===== src/logic/apu_pkg.sv =====
// APU bus package
// Request and response structs for the shared APU bus, plus the
// unit type, opcode and latency-class encodings used on it
package apu_pkg;

  // Data word width on the bus
  localparam int unsigned WORD_W = 32;

  // Target unit, decoded by the interconnect
  typedef enum logic {
    UNIT_MULT = 1'b0,
    UNIT_DIV  = 1'b1
  } apu_type_e;

  // Operation within the unit
  typedef enum logic [1:0] {
    OP_MUL  = 2'd0,
    OP_MULH = 2'd1,
    OP_DIV  = 2'd2,
    OP_REM  = 2'd3
  } apu_op_e;

  // Latency class, used by the dispatcher for ordering
  typedef enum logic [1:0] {
    LAT_SINGLE = 2'd0,
    LAT_ONE    = 2'd1,
    LAT_PIPE   = 2'd2,
    LAT_MULTI  = 2'd3
  } apu_lat_e;

  // Request channel, 68 bits
  typedef struct packed {
    apu_type_e         unit;
    apu_op_e           op;
    logic [WORD_W-1:0] operand_a;
    logic [WORD_W-1:0] operand_b;
    // Downstream flag, signed mode
    logic              flag_signed;
  } apu_req_t;

  // Response channel, 33 bits
  typedef struct packed {
    logic [WORD_W-1:0] result;
    // Upstream flag, divide by zero
    logic              flag_dz;
  } apu_rsp_t;

endpackage


===== src/logic/reg_pkg.sv =====
// Core-side register package
// Register address and dependency query types
package reg_pkg;

  // Address width of the core register file
  localparam int unsigned REG_ADDR_W = 6;

  typedef logic [REG_ADDR_W-1:0] reg_addr_t;

  // Up to three source registers of the decoded instruction
  typedef struct packed {
    reg_addr_t [2:0] addr;
    logic [2:0]      valid;
  } rd_query_t;

  // Up to two destination registers of the decoded instruction
  typedef struct packed {
    reg_addr_t [1:0] addr;
    logic [1:0]      valid;
  } wr_query_t;

endpackage


===== src/logic/apu_disp.sv =====
// APU dispatcher
// Tracks up to two unreturned instructions, reports register
// dependencies against them, raises the stall causes and returns
// each result with the destination address it belongs to
`timescale 1ns/10ps

module apu_disp
  import apu_pkg::*;
  import reg_pkg::*;
#(
  parameter int unsigned NUM_REGS_W = 6
) (
  input  logic                  clk_i,
  input  logic                  rst_ni,
  // Core request side
  input  logic                  enable_i,
  input  apu_req_t              apu_req_i,
  input  apu_lat_e              apu_lat_i,
  input  logic [NUM_REGS_W-1:0] apu_waddr_i,
  input  rd_query_t             rd_query_i,
  input  wr_query_t             wr_query_i,
  // Core response side
  output logic                  valid_o,
  output apu_rsp_t              apu_rsp_o,
  output logic [NUM_REGS_W-1:0] apu_waddr_o,
  output logic                  read_dep_o,
  output logic                  write_dep_o,
  output logic                  stall_o,
  output logic                  active_o,
  output logic                  stall_type_o,
  output logic                  stall_nack_o,
  // Shared APU bus
  output logic                  bus_req_o,
  output apu_req_t              bus_req_data_o,
  input  logic                  bus_gnt_i,
  input  logic                  bus_valid_i,
  input  apu_rsp_t              bus_rsp_i
);

  logic [NUM_REGS_W-1:0] addr_inflight_q, addr_waiting_q;
  logic                  valid_inflight_q, valid_waiting_q;
  logic                  valid_req, req_accepted, active;
  logic                  returned_req, returned_inflight, returned_waiting;
  logic                  stall_full, stall_type, stall_nack;
  apu_lat_e              apu_lat_q;
  logic [2:0]            rd_req, rd_inflight, rd_waiting;
  logic [1:0]            wr_req, wr_inflight, wr_waiting;

  // Request goes out unless blocked by a full or type stall
  assign valid_req    = enable_i & ~(stall_full | stall_type);
  assign req_accepted = valid_req & bus_gnt_i;
  assign active       = valid_inflight_q | valid_waiting_q;

  // Oldest outstanding entry is the one that returns
  assign returned_req      = valid_req & bus_valid_i & ~valid_inflight_q & ~valid_waiting_q;
  assign returned_inflight = valid_inflight_q & bus_valid_i & ~valid_waiting_q;
  assign returned_waiting  = valid_waiting_q & bus_valid_i;

  //////////////////////////////
  // Slot registers
  //////////////////////////////

  always_ff @(posedge clk_i or negedge rst_ni) begin
    if (!rst_ni) begin
      valid_inflight_q <= 1'b0;
      valid_waiting_q  <= 1'b0;
    end else if (req_accepted && !returned_req) begin
      valid_inflight_q <= 1'b1;
      // Older entry still pending moves to the waiting slot
      valid_waiting_q  <= valid_inflight_q & ~returned_inflight;
    end else if (returned_inflight) begin
      valid_inflight_q <= 1'b0;
    end else if (returned_waiting) begin
      valid_waiting_q <= 1'b0;
    end
  end

  // Destination addresses are qualified by the valid bits
  always_ff @(posedge clk_i) begin
    if (req_accepted && !returned_req) begin
      addr_inflight_q <= apu_waddr_i;
      addr_waiting_q  <= addr_inflight_q;
    end
  end

  // Latency class of the last request
  always_ff @(posedge clk_i or negedge rst_ni) begin
    if (!rst_ni) begin
      apu_lat_q <= LAT_SINGLE;
    end else if (valid_req) begin
      apu_lat_q <= apu_lat_i;
    end
  end

  //////////////////////////////
  // Dependency checks
  //////////////////////////////

  // Register zero never creates a hazard
  for (genvar i = 0; i < 3; i++) begin : gen_rd_dep
    logic                  hit;
    logic [NUM_REGS_W-1:0] a;
    assign a              = NUM_REGS_W'(rd_query_i.addr[i]);
    assign hit            = rd_query_i.valid[i] & (|rd_query_i.addr[i]);
    assign rd_req[i]      = hit & (a == apu_waddr_i);
    assign rd_inflight[i] = hit & (a == addr_inflight_q);
    assign rd_waiting[i]  = hit & (a == addr_waiting_q);
  end

  for (genvar i = 0; i < 2; i++) begin : gen_wr_dep
    logic                  hit;
    logic [NUM_REGS_W-1:0] a;
    assign a              = NUM_REGS_W'(wr_query_i.addr[i]);
    assign hit            = wr_query_i.valid[i] & (|wr_query_i.addr[i]);
    assign wr_req[i]      = hit & (a == apu_waddr_i);
    assign wr_inflight[i] = hit & (a == addr_inflight_q);
    assign wr_waiting[i]  = hit & (a == addr_waiting_q);
  end

  // Entries returning this cycle no longer count
  assign read_dep_o  = (|rd_req & valid_req & ~returned_req)
                     | (|rd_inflight & valid_inflight_q & ~returned_inflight)
                     | (|rd_waiting & valid_waiting_q & ~returned_waiting);
  assign write_dep_o = (|wr_req & valid_req & ~returned_req)
                     | (|wr_inflight & valid_inflight_q & ~returned_inflight)
                     | (|wr_waiting & valid_waiting_q & ~returned_waiting);

  //////////////////////////////
  // Stalls
  //////////////////////////////

  assign stall_full = valid_inflight_q & valid_waiting_q;
  // While active, only classes that cannot overtake may issue
  assign stall_type = enable_i & active &
                      ((apu_lat_i == LAT_ONE) |
                       ((apu_lat_i == LAT_PIPE) & (apu_lat_q == LAT_MULTI)) |
                       (apu_lat_i == LAT_MULTI));
  assign stall_nack = valid_req & ~bus_gnt_i;

  assign stall_o      = stall_full | stall_type | stall_nack;
  assign stall_type_o = stall_type;
  assign stall_nack_o = stall_nack;
  assign active_o     = active;

  // Bus request and response
  assign bus_req_o      = valid_req;
  assign bus_req_data_o = apu_req_i;
  assign valid_o        = bus_valid_i;
  assign apu_rsp_o      = bus_rsp_i;

  // Destination of the returning instruction
  always_comb begin
    apu_waddr_o = '0;
    if (returned_waiting) begin
      apu_waddr_o = addr_waiting_q;
    end else if (returned_inflight) begin
      apu_waddr_o = addr_inflight_q;
    end else if (returned_req) begin
      apu_waddr_o = apu_waddr_i;
    end
  end

endmodule


===== src/logic/apu_div_unit.sv =====
// APU divider unit
// Iterative restoring unsigned divider, one quotient bit per cycle,
// returns quotient or remainder and flags a zero divisor
`timescale 1ns/10ps

module apu_div_unit
  import apu_pkg::*;
(
  input  logic     clk_i,
  input  logic     rst_ni,
  input  logic     req_i,
  input  apu_req_t req_data_i,
  output logic     gnt_o,
  output logic     valid_o,
  output apu_rsp_t rsp_o
);

  typedef enum logic [1:0] {
    DIV_IDLE,
    DIV_RUN,
    DIV_DONE
  } div_state_e;

  div_state_e        state_q;
  logic [4:0]        cnt_q;
  logic              valid_q;
  logic              accept;
  logic [WORD_W-1:0] rem_q, quo_q, divisor_q;
  logic              rem_sel_q, dz_q;
  logic [WORD_W:0]   shifted;
  logic [WORD_W+1:0] trial;
  logic              fits;
  apu_rsp_t          rsp_q;

  // One operation at a time
  assign gnt_o  = (state_q == DIV_IDLE);
  assign accept = req_i & gnt_o;

  // Shift in the next dividend bit and try the subtraction
  assign shifted = {rem_q, quo_q[WORD_W-1]};
  assign trial   = {1'b0, shifted} - {2'b00, divisor_q};
  assign fits    = ~trial[WORD_W+1];

  //////////////////////////////
  // Control FSM
  //////////////////////////////

  always_ff @(posedge clk_i or negedge rst_ni) begin
    if (!rst_ni) begin
      state_q <= DIV_IDLE;
      cnt_q   <= '0;
      valid_q <= 1'b0;
    end else begin
      valid_q <= 1'b0;
      unique case (state_q)
        DIV_IDLE: begin
          if (accept) begin
            state_q <= DIV_RUN;
            cnt_q   <= '0;
          end
        end
        DIV_RUN: begin
          // 32 iterations
          cnt_q <= cnt_q + 5'd1;
          if (cnt_q == 5'd31) begin
            state_q <= DIV_DONE;
          end
        end
        DIV_DONE: begin
          valid_q <= 1'b1;
          state_q <= DIV_IDLE;
        end
        default: state_q <= DIV_IDLE;
      endcase
    end
  end

  //////////////////////////////
  // Datapath
  //////////////////////////////

  // Zero divisor never borrows, so the quotient ends all ones
  // and the remainder ends equal to the dividend
  always_ff @(posedge clk_i) begin
    if (accept) begin
      rem_q     <= '0;
      quo_q     <= req_data_i.operand_a;
      divisor_q <= req_data_i.operand_b;
      rem_sel_q <= (req_data_i.op == OP_REM);
      dz_q      <= (req_data_i.operand_b == '0);
    end else if (state_q == DIV_RUN) begin
      quo_q <= {quo_q[WORD_W-2:0], fits};
      rem_q <= fits ? trial[WORD_W-1:0] : shifted[WORD_W-1:0];
    end
    if (state_q == DIV_DONE) begin
      rsp_q.result  <= rem_sel_q ? rem_q : quo_q;
      rsp_q.flag_dz <= dz_q;
    end
  end

  assign valid_o = valid_q;
  assign rsp_o   = rsp_q;

endmodule


===== src/logic/apu_interconnect.sv =====
// APU interconnect
// Steers bus requests to the multiplier or divider by unit type and
// arbitrates the single response channel, multiplier first
`timescale 1ns/10ps

module apu_interconnect
  import apu_pkg::*;
(
  input  logic     clk_i,
  input  logic     rst_ni,
  // Dispatcher side
  input  logic     bus_req_i,
  input  apu_req_t bus_req_data_i,
  output logic     bus_gnt_o,
  output logic     bus_valid_o,
  output apu_rsp_t bus_rsp_o,
  // Multiplier side
  output logic     mult_req_o,
  output apu_req_t mult_req_data_o,
  input  logic     mult_gnt_i,
  input  logic     mult_valid_i,
  input  apu_rsp_t mult_rsp_i,
  // Divider side
  output logic     div_req_o,
  output apu_req_t div_req_data_o,
  input  logic     div_gnt_i,
  input  logic     div_valid_i,
  input  apu_rsp_t div_rsp_i
);

  logic     to_div;
  logic     buf_valid_q, buf_load;
  apu_rsp_t buf_rsp_q;

  // Request steering
  assign to_div          = (bus_req_data_i.unit == UNIT_DIV);
  assign mult_req_o      = bus_req_i & ~to_div;
  assign div_req_o       = bus_req_i & to_div;
  assign mult_req_data_o = bus_req_data_i;
  assign div_req_data_o  = bus_req_data_i;
  assign bus_gnt_o       = to_div ? div_gnt_i : mult_gnt_i;

  // Divider result parks here while the channel is taken
  assign buf_load = div_valid_i & (mult_valid_i | buf_valid_q);

  always_ff @(posedge clk_i or negedge rst_ni) begin
    if (!rst_ni) begin
      buf_valid_q <= 1'b0;
    end else if (buf_load) begin
      buf_valid_q <= 1'b1;
    end else if (!mult_valid_i) begin
      // Drained this cycle
      buf_valid_q <= 1'b0;
    end
  end

  always_ff @(posedge clk_i) begin
    if (buf_load) begin
      buf_rsp_q <= div_rsp_i;
    end
  end

  // Response priority: multiplier, buffer, divider
  always_comb begin
    bus_valid_o = 1'b0;
    bus_rsp_o   = mult_rsp_i;
    if (mult_valid_i) begin
      bus_valid_o = 1'b1;
    end else if (buf_valid_q) begin
      bus_valid_o = 1'b1;
      bus_rsp_o   = buf_rsp_q;
    end else if (div_valid_i) begin
      bus_valid_o = 1'b1;
      bus_rsp_o   = div_rsp_i;
    end
  end

endmodule


===== src/logic/apu_mult_unit.sv =====
// APU multiplier unit
// Two-stage pipelined 32x32 multiplier, low word for OP_MUL and
// signed or unsigned high word for OP_MULH
`timescale 1ns/10ps

module apu_mult_unit
  import apu_pkg::*;
(
  input  logic     clk_i,
  input  logic     rst_ni,
  input  logic     req_i,
  input  apu_req_t req_data_i,
  output logic     gnt_o,
  output logic     valid_o,
  output apu_rsp_t rsp_o
);

  logic                       accept;
  logic                       ext_a, ext_b;
  logic signed [WORD_W:0]     op_a, op_b;
  logic signed [2*WORD_W+1:0] prod;
  logic                       s1_valid_q, s1_high_q;
  logic [2*WORD_W-1:0]        s1_prod_q;
  logic                       s2_valid_q;
  apu_rsp_t                   s2_rsp_q;

  // Fully pipelined, a new operation every cycle
  assign gnt_o  = 1'b1;
  assign accept = req_i & gnt_o;

  // Sign extension only in signed mode
  assign ext_a = req_data_i.flag_signed & req_data_i.operand_a[WORD_W-1];
  assign ext_b = req_data_i.flag_signed & req_data_i.operand_b[WORD_W-1];
  assign op_a  = $signed({ext_a, req_data_i.operand_a});
  assign op_b  = $signed({ext_b, req_data_i.operand_b});
  assign prod  = op_a * op_b;

  // Stage valid bits
  always_ff @(posedge clk_i or negedge rst_ni) begin
    if (!rst_ni) begin
      s1_valid_q <= 1'b0;
      s2_valid_q <= 1'b0;
    end else begin
      s1_valid_q <= accept;
      s2_valid_q <= s1_valid_q;
    end
  end

  // Stage 1 holds the full product, stage 2 the selected word
  always_ff @(posedge clk_i) begin
    if (accept) begin
      s1_prod_q <= prod[2*WORD_W-1:0];
      s1_high_q <= (req_data_i.op == OP_MULH);
    end
    if (s1_valid_q) begin
      s2_rsp_q.result  <= s1_high_q ? s1_prod_q[2*WORD_W-1:WORD_W] : s1_prod_q[WORD_W-1:0];
      s2_rsp_q.flag_dz <= 1'b0;
    end
  end

  assign valid_o = s2_valid_q;
  assign rsp_o   = s2_rsp_q;

endmodule


===== src/logic/apu_top.sv =====
// APU subsystem top
// Dispatcher on the core side, interconnect on the shared bus,
// pipelined multiplier and iterative divider behind it
`timescale 1ns/10ps

module apu_top
  import apu_pkg::*;
  import reg_pkg::*;
#(
  parameter int unsigned NUM_REGS_W = 6
) (
  input  logic                  clk_i,
  input  logic                  rst_ni,
  input  logic                  enable_i,
  input  apu_req_t              apu_req_i,
  input  apu_lat_e              apu_lat_i,
  input  logic [NUM_REGS_W-1:0] apu_waddr_i,
  input  rd_query_t             rd_query_i,
  input  wr_query_t             wr_query_i,
  output logic                  valid_o,
  output apu_rsp_t              apu_rsp_o,
  output logic [NUM_REGS_W-1:0] apu_waddr_o,
  output logic                  read_dep_o,
  output logic                  write_dep_o,
  output logic                  stall_o,
  output logic                  active_o,
  output logic                  stall_type_o,
  output logic                  stall_nack_o
);

  // Shared bus
  logic     bus_req, bus_gnt, bus_valid;
  apu_req_t bus_req_data;
  apu_rsp_t bus_rsp;
  // Unit links
  logic     mult_req, mult_gnt, mult_valid;
  logic     div_req, div_gnt, div_valid;
  apu_req_t mult_req_data, div_req_data;
  apu_rsp_t mult_rsp, div_rsp;

  apu_disp #(
    .NUM_REGS_W(NUM_REGS_W)
  ) u_disp (
    .clk_i, .rst_ni, .enable_i, .apu_req_i, .apu_lat_i, .apu_waddr_i,
    .rd_query_i, .wr_query_i, .valid_o, .apu_rsp_o, .apu_waddr_o,
    .read_dep_o, .write_dep_o, .stall_o, .active_o, .stall_type_o, .stall_nack_o,
    .bus_req_o      (bus_req),
    .bus_req_data_o (bus_req_data),
    .bus_gnt_i      (bus_gnt),
    .bus_valid_i    (bus_valid),
    .bus_rsp_i      (bus_rsp)
  );

  apu_interconnect u_icn (
    .clk_i, .rst_ni,
    .bus_req_i (bus_req), .bus_req_data_i (bus_req_data), .bus_gnt_o (bus_gnt),
    .bus_valid_o (bus_valid), .bus_rsp_o (bus_rsp),
    .mult_req_o (mult_req), .mult_req_data_o (mult_req_data), .mult_gnt_i (mult_gnt),
    .mult_valid_i (mult_valid), .mult_rsp_i (mult_rsp),
    .div_req_o (div_req), .div_req_data_o (div_req_data), .div_gnt_i (div_gnt),
    .div_valid_i (div_valid), .div_rsp_i (div_rsp)
  );

  apu_mult_unit u_mult (
    .clk_i, .rst_ni,
    .req_i (mult_req), .req_data_i (mult_req_data), .gnt_o (mult_gnt),
    .valid_o (mult_valid), .rsp_o (mult_rsp)
  );

  apu_div_unit u_div (
    .clk_i, .rst_ni,
    .req_i (div_req), .req_data_i (div_req_data), .gnt_o (div_gnt),
    .valid_o (div_valid), .rsp_o (div_rsp)
  );

endmodule


===== config.mk =====
export PLATFORM = sky130hd
export DESIGN_NAME = apu_top
export DESIGN_NICKNAME = d
export VERILOG_FILES = /design/src/logic/apu_pkg.sv /design/src/logic/reg_pkg.sv /design/src/logic/apu_disp.sv /design/src/logic/apu_div_unit.sv /design/src/logic/apu_interconnect.sv /design/src/logic/apu_mult_unit.sv /design/src/logic/apu_top.sv
export SDC_FILE = /design/constraint.sdc
export NUM_CORES = 2
export LEC_CHECK = 0
export ABC_AREA = 1
export BUFFER_PORTS_ARGS = -buffer_cell sky130_fd_sc_hd__buf_2
export CORE_MARGIN = 1.5
export CORE_UTILIZATION = 55
export CTS_CLUSTER_SIZE = 12
export DETAILED_ROUTE_END_ITERATION = 10
export MAX_ROUTING_LAYER = met4
export PLACE_DENSITY = 0.72
export RECOVER_POWER = 100
export SYNTH_ARGS = -nofsm -noshare
export SYNTH_HDL_FRONTEND = slang
export SYNTH_SLANG_ARGS = --single-unit

===== constraint.sdc =====
create_clock -name clk_i -period 9.5 [get_ports clk_i]
set_input_delay 0.475 -clock clk_i [delete_from_list [all_inputs] [get_ports clk_i]]
set_output_delay 0.475 -clock clk_i [all_outputs]
set_load 0.1 [all_outputs]

==> reports/metrics.yaml <==
synth_fp_nets: 8387
grt_setup_unrepaired: "no"
placement_rows: 116
cts_resized: 0
die_w_um: 321
clockBufferDepth: 3
async_flop_share: 0.0521
antenna_found_initial: 17
cp_max_fo: 30
failed_checks: "max-capacitance violations, max-slew violations"
die_area_mm2: 0.103
tightest_slew_ps: 3940
area_delta_synth_final_pct: 5.14
cts_tree: "done"
synthSimpleGateAreaFrac: 0.183
clock-sinks: 288
muxShareOfSynthArea: 0.00972
grt_max_degree: 64
fmax_mhz: 112
syn_inst: 6901
numPortBuffers: 159
status: "finished, violations left"
maxCapViolations: 29
fill_cells: 9137
die_y_um: 321
slew_headroom: -1.62
initial_core_util: 0.555
synth_top_flop_cell: "edfxtp_1"
avgRoutedWirePerCell_um: 22.1
hpwl_um: 149000
rr_worst_depth: 12
first_pass_iters: 6
slew_viol_final: 758
drc_errors: 0
grt_pass1_wl_um: 281000
final_nets: 8355
startpoint: "apu_req_i[16]"
clkLatencyLatePin_ps: 580
regArea_mm2: 0.00825
avgSynthCellArea_um2: 8.06
period_needed_ps: 8970
grt_pass1_vias: 46800
post-route-period-util: 0.944
yosysWarnings: 0
end_kind: "flip-flop"
core_mm2: 0.100
synth_compound_area_frac: 0.0334
synthAdderAreaFrac: 0.461
fin_skew_ps: 37.3
numCtsBuffers: 34
synth.distinct_cells: 47
whs_path_depth: 3
clkTransAtPathRegs_ps: 80
min_from: "apu_lat_i[1]"
multi_input_area_mm2: 0.0389
hold_class: "in -> reg"
crit_type: "in -> reg"
synth-edff-count: 241
cts_hold_buf: 1
cts.htree.levels: 2
holdWs_ps: 118
ant_nets: 0
vias: 45200
crit_required_ps: 9750
hold_viol_final: 0
place.gp.congestion: 1.02
critPathArrivalTime_ps: 9220
synth_top_family_by_area: "adder cells"
setup_viol: 0
finalSetupTns_ps: 0
drt_wl_total_um: 182000
viasPerCell: 5.51
r2r-start: "u_disp.valid_inflight_q"
track_usage: 0.375
syn_area_mm2: 0.0556
drive_above_1_share: 0.0355
dr.first_iter.drc_count: 4210
grt_remaining_overflow: 0
top_level_ports: 160
ys_seq_area_frac: 0.148
cts_setup_buffers: 0
synthXorXnorAreaFrac: 0.0134
start_kind: "input port"
clockRootBuffer: "clkbuf_16"
ys_seq_elements: 288
==> cell families (layout without fill, tap and decap cells) <==
logic type                 after synthesis  after routing
adders and majority gates             1372           1372
muxes                                   48             48
and+or+nand+nor                       2549           2549
buffers and inverters                 2233           2225
other                                    0             21
DFF                                    288            288
xor gates and xnor gates                85             85
AOI/OAI and AO/OA                      326            326
==> layout by cell type, fill, tap and decap left out, types with 3 or more instances in the layout <==
cell type	netlist	layout
a21boi_0	7	7
a21o_1	8	8
a21oi_1	118	119
buf_2	10	79
buf_4	3	77
bufinv_16	0	3
clkbuf_1	294	102
clkbuf_16	0	34
clkinv_1	3	5
clkinv_2	0	4
dfrtp_1	15	15
dfxtp_1	32	32
diode_2	0	21
edfxtp_1	241	241
fa_1	1126	1126
ha_1	246	246
inv_1	1905	1909
mux2_1	0	25
mux2_2	48	23
nand2_1	1837	1839
nand3_1	200	201
nand4_1	54	54
nor2_1	379	378
nor2_2	6	7
nor3_1	26	26
nor4_1	32	32
o211ai_1	33	33
o21a_1	3	3
o21ai_0	107	126
o21bai_1	17	17
o221ai_1	6	6
o31ai_1	3	3
xnor2_1	28	28
xor2_1	57	57
==> metal layers <==
layer / GRT usage / vias up / share of wire
li1: - / 19800 / -
met1: 0.500 / 22600 / 0.40
met2: 0.586 / 2377 / 0.46
met3: 0.0668 / 420 / 0.097
met4: 0.121 / 0 / 0.041
met5: - / - / 0
==> final cells by class <==
cell class,instances,area share
multi-input combinational,4380,0.665
tap,1298,0.0278
inverter,1914,0.123
clock buffer,44,0.0154
clock inverter,16,0.00364
antenna,21,0.000899
timing repair buffer,251,0.0231
sequential,288,0.141
==> worst paths after layout <==
check                                  endpoint  slack, ps
hold / removal              u_disp.apu_lat_q[1]        120
max in group asynchronous        u_div.cnt_q[4]       8070
hold reg to reg             u_icn.buf_rsp_q[12]        440
min in group asynchronous   u_disp.apu_lat_q[0]        670
setup / recovery           u_mult.s1_prod_q[37]        530
setup reg to reg                u_div.quo_q[17]       2600
==> registers in the layout, summed over array words and instances, names as in the netlist, 2 cells and up <==
| name | cells |
|---|---|
| u_mult.s1_prod_q | 64 |
| u_div.rsp_o | 33 |
| u_icn.buf_rsp_q | 33 |
| u_div.divisor_q | 32 |
| u_div.quo_q | 32 |
| u_div.rem_q | 32 |
| u_mult.rsp_o | 32 |
| u_disp.addr_inflight_q | 6 |
| u_disp.addr_waiting_q | 6 |
| u_div.cnt_q | 5 |
| u_disp.apu_lat_q | 2 |
| u_div.state_q | 2 |
==> Yosys cell counts (54+ instances only) <==
cell      instances  area share
xor2_1           57      0.0090
edfxtp_1        241        0.13
clkbuf_1        294       0.020
nand3_1         200       0.018
inv_1          1905        0.13
a21oi_1         118       0.011
nor2_1          379       0.026
nand2_1        1837        0.12
ha_1            246       0.055
nand4_1          54      0.0061
o21ai_0         107      0.0096
fa_1           1126        0.41
==> worst max-delay path, cell delays in order <==
cell and delay [ps]:
clkbuf_1 1500, clkbuf_1 640, nand2_1 110, inv_1 110, fa_1 410, fa_1 510
inv_1 50, fa_1 480, inv_1 70, fa_1 480, fa_1 570, fa_1 440
fa_1 490, inv_1 50, fa_1 490, inv_1 50, ha_1 380, nand2_1 130
o21ai_0 380, a21oi_1 170, o21ai_0 460, a21oi_1 110, xnor2_1 640
==> per-stage QoR <==
| step | area [um^2] | util | worst slack, ps | cells |
|---|---|---|---|---|
| finish | 58500 | 0.584 | 533 | 8212 |
| detailed placement | 57500 | 0.574 | 776 | 8130 |
| global route | 58400 | 0.584 | 504 | 8202 |
| CTS | 58600 | 0.585 | 1340 | 8191 |
| floorplan | 55600 | - | 2090 | 6901 |
| global placement | 57500 | 0.574 | 905 | 8130 |
Power is not shown: default switching activity piles up to over one toggle a cycle in this logic, so the estimate is an artifact.
